`src/logic/fifo_params.svh`:
```
// FIFO sizing macros shared by the design and its testbench
`ifndef FIFO_PARAMS_SVH
`define FIFO_PARAMS_SVH

// Storage geometry
`define FIFO_DEPTH 64                       // Slots in the storage array

// Address bits for one slot
// The pointers carry one bit more, used as the wrap bit
`define FIFO_MEM_ADDR_WIDTH 6               // log2 of FIFO_DEPTH

// Width of one stored word
`define FIFO_DATA_WIDTH 8                   // Payload bits per entry

// Half-empty threshold
// Flag is set while the unread count is at or below this value
`define FIFO_HALFEMPTY 4                    // Unread entries

`endif

```
`src/logic/fifo_pkg.sv`:
```
// FIFO package with the pointer, address and payload types
`include "fifo_params.svh"

package fifo_pkg;

    // Pointer with one wrap bit above the slot address
    // Equal pointers mean empty, a differing wrap bit with equal address means full
    typedef logic [`FIFO_MEM_ADDR_WIDTH:0] fifo_ptr_t;       // Address plus wrap bit

    // Slot address into the storage array
    typedef logic [`FIFO_MEM_ADDR_WIDTH-1:0] fifo_addr_t;    // Low bits of a pointer

    // One stored entry
    typedef logic [`FIFO_DATA_WIDTH-1:0] fifo_word_t;        // Default payload

endpackage

```
`src/logic/fifo_mem_if.sv`:
```
// Storage port bundle between the write control, read control and memory array
`timescale 1ns/1ps
`include "fifo_params.svh"

interface fifo_mem_if
    import fifo_pkg::*;
();

    // Write port, owned by the write control
    logic       w_enable;                   // Store write_data this edge
    fifo_addr_t write_addr;                 // Slot being written
    fifo_word_t write_data;                 // Word being written

    // Read port, address side owned by the read control
    logic       r_enable;                   // Load read_data this edge
    fifo_addr_t read_addr;                  // Slot being read

    // Registered output of the array
    fifo_word_t read_data;                  // Held until the next read

    modport write_side (
        output w_enable,
        output write_addr,
        output write_data
    );

    modport read_side (
        output r_enable,
        output read_addr
    );

    modport memory (                        // Array sees both ports
        input  w_enable, write_addr, write_data,
        input  r_enable, read_addr,
        output read_data
    );

endinterface

```
`src/logic/write_control.sv`:
```
// Write control: write pointer, full flag, write enable and write acknowledge
`timescale 1ns/1ps
`include "fifo_params.svh"

module write_control
    import fifo_pkg::*;
(
    input  logic           clk_read_logic,  // Single FIFO clock
    input  logic           reset,           // Asynchronous, active high
    input  logic           write_request,   // Level strobe from the producer
    input  fifo_word_t     write_data,      // Word offered with the strobe
    input  fifo_ptr_t      read_pointer,    // From the read control, for the full test
    fifo_mem_if.write_side mem,             // Write port of the array
    output fifo_ptr_t      write_pointer,   // Next slot to fill, with wrap bit
    output logic           write_ack,       // One-cycle pulse after an accepted write
    output logic           full_fifo_status // All slots hold unread data
);

    logic       addr_match;                 // Slot addresses equal
    logic       wrap_differs;               // Writer is one lap ahead
    logic       w_enable;                   // Accepted write this cycle
    fifo_addr_t wr_addr;                    // Slot part of the write pointer

    assign wr_addr = write_pointer[`FIFO_MEM_ADDR_WIDTH-1:0];

    // Full when the writer has gone exactly one lap past the reader
    assign addr_match = (wr_addr == read_pointer[`FIFO_MEM_ADDR_WIDTH-1:0]);
    assign wrap_differs = (write_pointer[`FIFO_MEM_ADDR_WIDTH] !=
                           read_pointer[`FIFO_MEM_ADDR_WIDTH]);
    assign full_fifo_status = addr_match && wrap_differs;

    // A request against a full FIFO is dropped, not held
    assign w_enable = write_request && !full_fifo_status;

    // Drive the array write port
    assign mem.w_enable   = w_enable;       // Array stores on the same edge
    assign mem.write_addr = wr_addr;        // Current slot
    assign mem.write_data = write_data;     // Producer data passes straight in

    // Pointer and acknowledge move together on the accepting edge
    always_ff @(posedge clk_read_logic or posedge reset) begin
        if (reset) begin
            write_pointer <= '0;            // Start at slot 0, lap 0
            write_ack     <= 1'b0;          // No pending acknowledge
        end else begin
            write_ack <= w_enable;          // High for one cycle per write
            if (w_enable) begin
                write_pointer <= write_pointer + 1'b1; // Wraps into the lap bit
            end
        end
    end

endmodule

```
`src/logic/fifo_memory.sv`:
```
// FIFO storage array with a synchronous write port and a registered read port
`timescale 1ns/1ps
`include "fifo_params.svh"

module fifo_memory
    import fifo_pkg::*;
#(
    parameter type data_t = fifo_word_t     // Payload held in each slot
) (
    input  logic       clk_read_logic,      // Single FIFO clock
    input  logic       reset,               // Clears the output register only
    fifo_mem_if.memory mem                  // Both ports of the array
);

    data_t mem_array [`FIFO_DEPTH];         // Storage, no reset
    data_t rd_data_q;                       // Output register

    // Write port
    // Full blocks the writer, so a write never lands on an unread slot
    always_ff @(posedge clk_read_logic) begin
        if (mem.w_enable) begin
            mem_array[mem.write_addr] <= mem.write_data;
        end
    end

    // Read port
    // Loads only on an accepted read and holds otherwise
    always_ff @(posedge clk_read_logic or posedge reset) begin
        if (reset) begin
            rd_data_q <= '0;                // Known value before the first read
        end else if (mem.r_enable) begin
            rd_data_q <= mem_array[mem.read_addr]; // Valid with read_ack
        end
    end

    assign mem.read_data = rd_data_q;       // Back out through the bundle

endmodule

```
`src/logic/read_control.sv`:
```
// Read control: read pointer, empty and half-empty flags, read enable and read acknowledge
`timescale 1ns/1ps
`include "fifo_params.svh"

module read_control
    import fifo_pkg::*;
(
    input  logic          clk_read_logic,   // Single FIFO clock
    input  logic          reset,            // Asynchronous, active high
    input  logic          read_request,     // Level strobe from the consumer
    input  fifo_ptr_t     write_pointer,    // From the write control
    fifo_mem_if.read_side mem,              // Read port of the array
    output fifo_ptr_t     read_pointer,     // Next slot to drain, with wrap bit
    output logic          read_ack,         // One-cycle pulse, read_data valid with it
    output logic          empty_fifo_status,     // No unread entries
    output logic          halfempty_fifo_status  // Unread count at or below threshold
);

    localparam fifo_ptr_t HALFEMPTY_LIMIT = fifo_ptr_t'(`FIFO_HALFEMPTY);

    logic       r_enable;                   // Accepted read this cycle
    fifo_ptr_t  fill_count;                 // Unread entries, 0 to FIFO_DEPTH
    fifo_addr_t rd_addr;                    // Slot part of the read pointer

    assign rd_addr = read_pointer[`FIFO_MEM_ADDR_WIDTH-1:0];

    // Empty at any position where the pointers meet, wrap bit included
    assign empty_fifo_status = (read_pointer == write_pointer);

    // Modulo difference stays correct across the wrap
    // The extra pointer bit lets it reach FIFO_DEPTH
    assign fill_count = write_pointer - read_pointer;

    // A request against an empty FIFO is dropped, not held
    assign r_enable = read_request && !empty_fifo_status;

    // Drive the array read port
    assign mem.r_enable  = r_enable;        // Array loads read_data this edge
    assign mem.read_addr = rd_addr;         // Oldest unread slot

    // Pointer and acknowledge follow an accepted read by one edge
    always_ff @(posedge clk_read_logic or posedge reset) begin
        if (reset) begin
            read_pointer <= '0;             // Start at slot 0, lap 0
            read_ack     <= 1'b0;           // No pending acknowledge
        end else begin
            read_ack <= r_enable;           // Lines up with the new read_data
            if (r_enable) begin
                read_pointer <= read_pointer + 1'b1; // Wraps into the lap bit
            end
        end
    end

    // Half-empty is sampled from the count before this edge,
    // so the flag trails the count by one cycle
    always_ff @(posedge clk_read_logic or posedge reset) begin
        if (reset) begin
            halfempty_fifo_status <= 1'b1;  // Empty counts as half empty
        end else begin
            halfempty_fifo_status <= (fill_count <= HALFEMPTY_LIMIT);
        end
    end

endmodule

```
`src/logic/sync_fifo.sv`:
```
// Synchronous 64 by 8 FIFO joining the write control, storage array and read control
`timescale 1ns/1ps
`include "fifo_params.svh"

module sync_fifo
    import fifo_pkg::*;
(
    input  logic                        clk_read_logic,   // Single FIFO clock
    input  logic                        reset,            // Asynchronous, active high

    // Producer side
    input  logic                        write_request,    // Level strobe
    input  logic [`FIFO_DATA_WIDTH-1:0] write_data,       // Word to store
    output logic                        write_ack,        // Pulse after an accepted write
    output logic                        full_fifo_status, // Writes are dropped while set

    // Consumer side
    input  logic                        read_request,     // Level strobe
    output logic [`FIFO_DATA_WIDTH-1:0] read_data,        // Valid with read_ack
    output logic                        read_ack,         // Pulse after an accepted read
    output logic                        empty_fifo_status,     // Reads are dropped while set
    output logic                        halfempty_fifo_status  // Lags the count by a cycle
);

    fifo_ptr_t write_pointer;               // Write control to read control
    fifo_ptr_t read_pointer;                // Read control to write control

    fifo_mem_if mem_bus ();                 // Array ports shared by all three blocks

    // Input side
    write_control u_write_control (
        .clk_read_logic   (clk_read_logic),
        .reset            (reset),
        .write_request    (write_request),
        .write_data       (write_data),
        .read_pointer     (read_pointer),
        .mem              (mem_bus.write_side),
        .write_pointer    (write_pointer),
        .write_ack        (write_ack),
        .full_fifo_status (full_fifo_status)
    );

    // Storage, holding the default payload type
    fifo_memory #(
        .data_t (fifo_word_t)
    ) u_fifo_memory (
        .clk_read_logic (clk_read_logic),
        .reset          (reset),
        .mem            (mem_bus.memory)
    );

    // Output side
    read_control u_read_control (
        .clk_read_logic        (clk_read_logic),
        .reset                 (reset),
        .read_request          (read_request),
        .write_pointer         (write_pointer),
        .mem                   (mem_bus.read_side),
        .read_pointer          (read_pointer),
        .read_ack              (read_ack),
        .empty_fifo_status     (empty_fifo_status),
        .halfempty_fifo_status (halfempty_fifo_status)
    );

    assign read_data = mem_bus.read_data;   // Registered word from the array

endmodule

```
`config.mk`:
```
export PLATFORM = sky130hd
export DESIGN_NAME = sync_fifo
export DESIGN_NICKNAME = d
export VERILOG_FILES = /design/src/logic/fifo_pkg.sv /design/src/logic/fifo_mem_if.sv /design/src/logic/write_control.sv /design/src/logic/fifo_memory.sv /design/src/logic/read_control.sv /design/src/logic/sync_fifo.sv
export VERILOG_INCLUDE_DIRS = /design/src /design/src/logic
export SDC_FILE = /design/constraint.sdc
export NUM_CORES = 1
export LEC_CHECK = 0
export BUFFER_PORTS_ARGS = -buffer_cell sky130_fd_sc_hd__buf_2
export CORE_MARGIN = 10
export CORE_UTILIZATION = 65
export DETAILED_ROUTE_END_ITERATION = 10
export PLACE_DENSITY = 0.81
export SETUP_SLACK_MARGIN = 0.3
export SYNTH_ARGS = -nofsm -noshare
export SYNTH_HDL_FRONTEND = slang
export SYNTH_SLANG_ARGS = --single-unit
```
`constraint.sdc`:
```
create_clock -name clk_read_logic -period 7 [get_ports clk_read_logic]
set_input_delay 0.35 -clock clk_read_logic [delete_from_list [all_inputs] [get_ports clk_read_logic]]
set_output_delay 0.35 -clock clk_read_logic [all_outputs]
set_load 0.005 [all_outputs]
```
==> flow_metrics.env <==
export IMPL_outcome="finished clean"
export IMPL_syn_nets=1105
export IMPL_gp_congestion=0.913
export IMPL_worst_ep_arrival_time_ns=5.08
export IMPL_root_buffer="clkbuf_16"
export IMPL_p_per_area_nw_per_um2=393
export IMPL_cts_clk_slew_worst_paths_ns=0.07
export IMPL_vias=11200
export IMPL_slowest_stage="nor2_1"
export IMPL_cts_inserted_buffers=50
export IMPL_grt_max_degree=65
export IMPL_regToRegStartpoint="u_read_control.read_pointer[1]$_DFFE_PP0P_"
export IMPL_fin_crit_sh=0.700
export IMPL_cp_max_fo=46
export IMPL_antennaDiodeCount=0
export IMPL_io_buffer_count=24
export IMPL_period_minus_slack_ns=4.90
export IMPL_grt_use_total=0.251
export IMPL_required_ns=7.18
export IMPL_nNetsFinal=1137
export IMPL_slew_viol_final=0
export IMPL_cts_tree="yes"
export IMPL_fp_dieW_um=201
export IMPL_ys_seq_area_frac=0.753
export IMPL_ys_async_sr_fraction=0.0466
export IMPL_endpoint_kind="register"
export IMPL_max_slew_margin=0.221
export IMPL_die_y_um=201
export IMPL_post_dp_hpwl_um=29400
export IMPL_crit_chain="inv_1, ha_1, nand2_1, o41a_1, nand4_1, nor2_1"
export IMPL_fmax_mhz=204
export IMPL_cp_startpoint="u_read_control.read_pointer[1]$_DFFE_PP0P_"
export IMPL_initial_utilization=0.657
export IMPL_yosysWarnings=0
export IMPL_ys_ff_latch=537
export IMPL_multi_input_area_um2=4880
export IMPL_clock_sinks=537
export IMPL_n_fill_cell=1892
export IMPL_clkLatencyLatePin_ns=0.57
export IMPL_drv_cap=0
export IMPL_synth_top_area_share=0.723
export IMPL_hold_viol=0
export IMPL_synth_ff_type="edfxtp_1"
export IMPL_io_pins=25
export IMPL_drive_gt1_frac=0.207
export IMPL_core_rowCount=66
export IMPL_setup_viol=0
export IMPL_hold_class="primary input to asynchronous set/reset pin"
export IMPL_avgSynthCellArea_um2=19.6
export IMPL_total_power_w=0.00916
export IMPL_antenna_found_initial=0
export IMPL_core_um2=32400
export IMPL_syn_inst=1084
export IMPL_cpPeakStageDelay_ns=0.97
export IMPL_synth_edff_count=512
export IMPL_criticalPathCategory="register to register"
export IMPL_numPlacedInstances=1506
export IMPL_worst_pin_slew_ns=1.16
export IMPL_htree_levels=2
export IMPL_final_seq_area_um2=16000
export IMPL_via_per_inst=7.03
export IMPL_p_leak_nw=7.48
export IMPL_synth_commonest_cells="edfxtp_1 (512), mux4_2 (101), nor2_1 (85)"
export IMPL_yosys_top_cells_area="edfxtp_1 (72%), mux4_2 (11%), dfrtp_1 (2.8%), mux2i_1 (2.3%), nor2_1 (1.5%)"
export IMPL_instances_no_fill=1598
export IMPL_peakVddDrop_v=0.000307
export IMPL_detail_route_iter0_violations=1781
export IMPL_drc=0
export IMPL_max_clock_path_buffers=3
export IMPL_cts_resized=0
export IMPL_detail_route_wirelength_um=50800
export IMPL_dr_pass1_iters=6
export IMPL_tns_ns=0
export IMPL_yosysUniqueCellTypes=52
export IMPL_die_area_um2=40300
export IMPL_postCtsHoldBufs=0
export IMPL_grt_pass1_wl_um=75000
export IMPL_synthToLayoutAreaGrowth_pct=9.70
export IMPL_wire_per_inst_um=31.8
export IMPL_postCtsSetupBuffers=0
export IMPL_synth_largest_area_cell="edfxtp_1"
export IMPL_mappedNetlistArea_um2=21300
export IMPL_start_kind="register"
export IMPL_synth_most_common_cell="edfxtp_1"
export IMPL_rsz0062_at_grt="false"
export IMPL_worst_clock_skew_ns=0.0193
export IMPL_globalRouteOverflowTotal=0
export IMPL_grt_pass1_vias=11000
export IMPL_antenna_left=0
## layout make-up
cell class,count,area share
Multi-Input combinational cell,480,0.209
Tap cell,442,0.0237
Clock inverter,29,0.0108
Clock buffer,63,0.0584
Timing Repair Buffer,37,0.00944
Sequential cell,537,0.687
Inverter,10,0.00161
## final timing paths
| path | to | slack (ns) | cells after the start |
|---|---|---|---|
| worst max-delay path | u_fifo_memory.mem_array[38][6]$_DFFE_PP_ | 2.10 | 6 |
| worst min-delay path | u_write_control.write_pointer[1]$_DFFE_PP0P_ | 0.08 | 2 |
| worst max register to register | u_fifo_memory.mem_array[38][6]$_DFFE_PP_ | 2.10 | 6 |
| worst min register to register | u_write_control.write_pointer[6]$_DFFE_PP0P_ | 0.54 | 1 |
| max in group asynchronous | u_read_control.read_pointer[2]$_DFFE_PP0P_ | 6.06 | 2 |
| min in group clk_read_logic | u_write_control.write_ack$_DFF_PP0_ | 0.26 | 2 |
## critical path: cells and delay by family, from the launching register on
kind            cells  cell delay (ns)
fa+ha+maj           1             0.46
buf+inv             1             0.58
flops               1             0.94
simple gates        3             2.08
compound gates      1             0.44
## kinds of logic (layout without fill, tap and decap cells)
| group | Yosys count | after routing | synth area share |
|---|---|---|---|
| compound gates | 96 | 96 | 0.0326 |
| xor+xnor | 14 | 14 | 0.00577 |
| fa+ha+maj | 9 | 9 | 0.00565 |
| buf+inv | 67 | 139 | 0.0175 |
| flops | 537 | 537 | 0.753 |
| mux | 172 | 172 | 0.146 |
| simple gates | 189 | 189 | 0.0396 |
## cell usage in the layout, fill, tap and decap left out, drive strengths merged, types with 3 or more instances in the layout
cell type | netlist | final
buf | 39 | 37
nor2 | 85 | 85
dfrtp | 24 | 24
nand2 | 43 | 43
nand4 | 7 | 7
nand3b | 5 | 5
a21oi | 14 | 14
a31oi | 5 | 5
nor2b | 10 | 10
xor2 | 4 | 4
o22ai | 4 | 4
o211ai | 6 | 6
mux2i | 48 | 48
bufinv | 0 | 4
mux2 | 17 | 17
clkinvlp | 0 | 5
a221oi | 6 | 6
o21ai | 13 | 13
o221ai | 6 | 6
mux4 | 107 | 107
ha | 8 | 8
clkinv | 0 | 19
clkbuf | 18 | 63
edfxtp | 512 | 512
a22o | 5 | 5
a22oi | 15 | 15
o2111ai | 3 | 3
inv | 10 | 11
nand3 | 24 | 24
xnor2 | 10 | 10
o32a | 4 | 4
a211oi | 8 | 8
## where the power goes
part / switching [W] / internal, W
combinational: 0.00141 / 0.00105
clock: 0.00115 / 0.00152
sequential: 0.000320 / 0.00369
## metrics by stage
stage | hold slack, ns | utilization | setup slack [ns] | instance area [um^2]
finish | 0.0790 | 0.720 | 2.10 | 23300
global route | 0.139 | 0.720 | 1.82 | 23300
CTS | 0.0958 | 0.720 | 2.16 | 23300
detailed placement | 0.530 | 0.670 | 2.18 | 21700
global placement | 0.521 | 0.670 | 2.38 | 21700
floorplan | 0.377 | - | 4.01 | 21300
## state kept, by name, indices dropped and copies added (netlist names)
register,flops
u_read_control.read_pointer,7
u_write_control.write_pointer,7
u_write_control.write_ack,1
u_fifo_memory.mem_array,512
u_read_control.halfempty_fifo_status,1
u_fifo_memory.mem.read_data,8
u_read_control.read_ack,1
## routing by layer
| metal | vias to the layer above | wire length [um] | GRT usage |
|---|---|---|---|
| met4 | 0 | 1930 | 0.0941 |
| met1 | 5711 | 18800 | 0.349 |
| li1 | 4491 | - | - |
| met3 | 135 | 5650 | 0.0476 |
| met5 | - | 0 | 0 |
| met2 | 897 | 24300 | 0.393 |
Power figures use the tool's default switching activity.
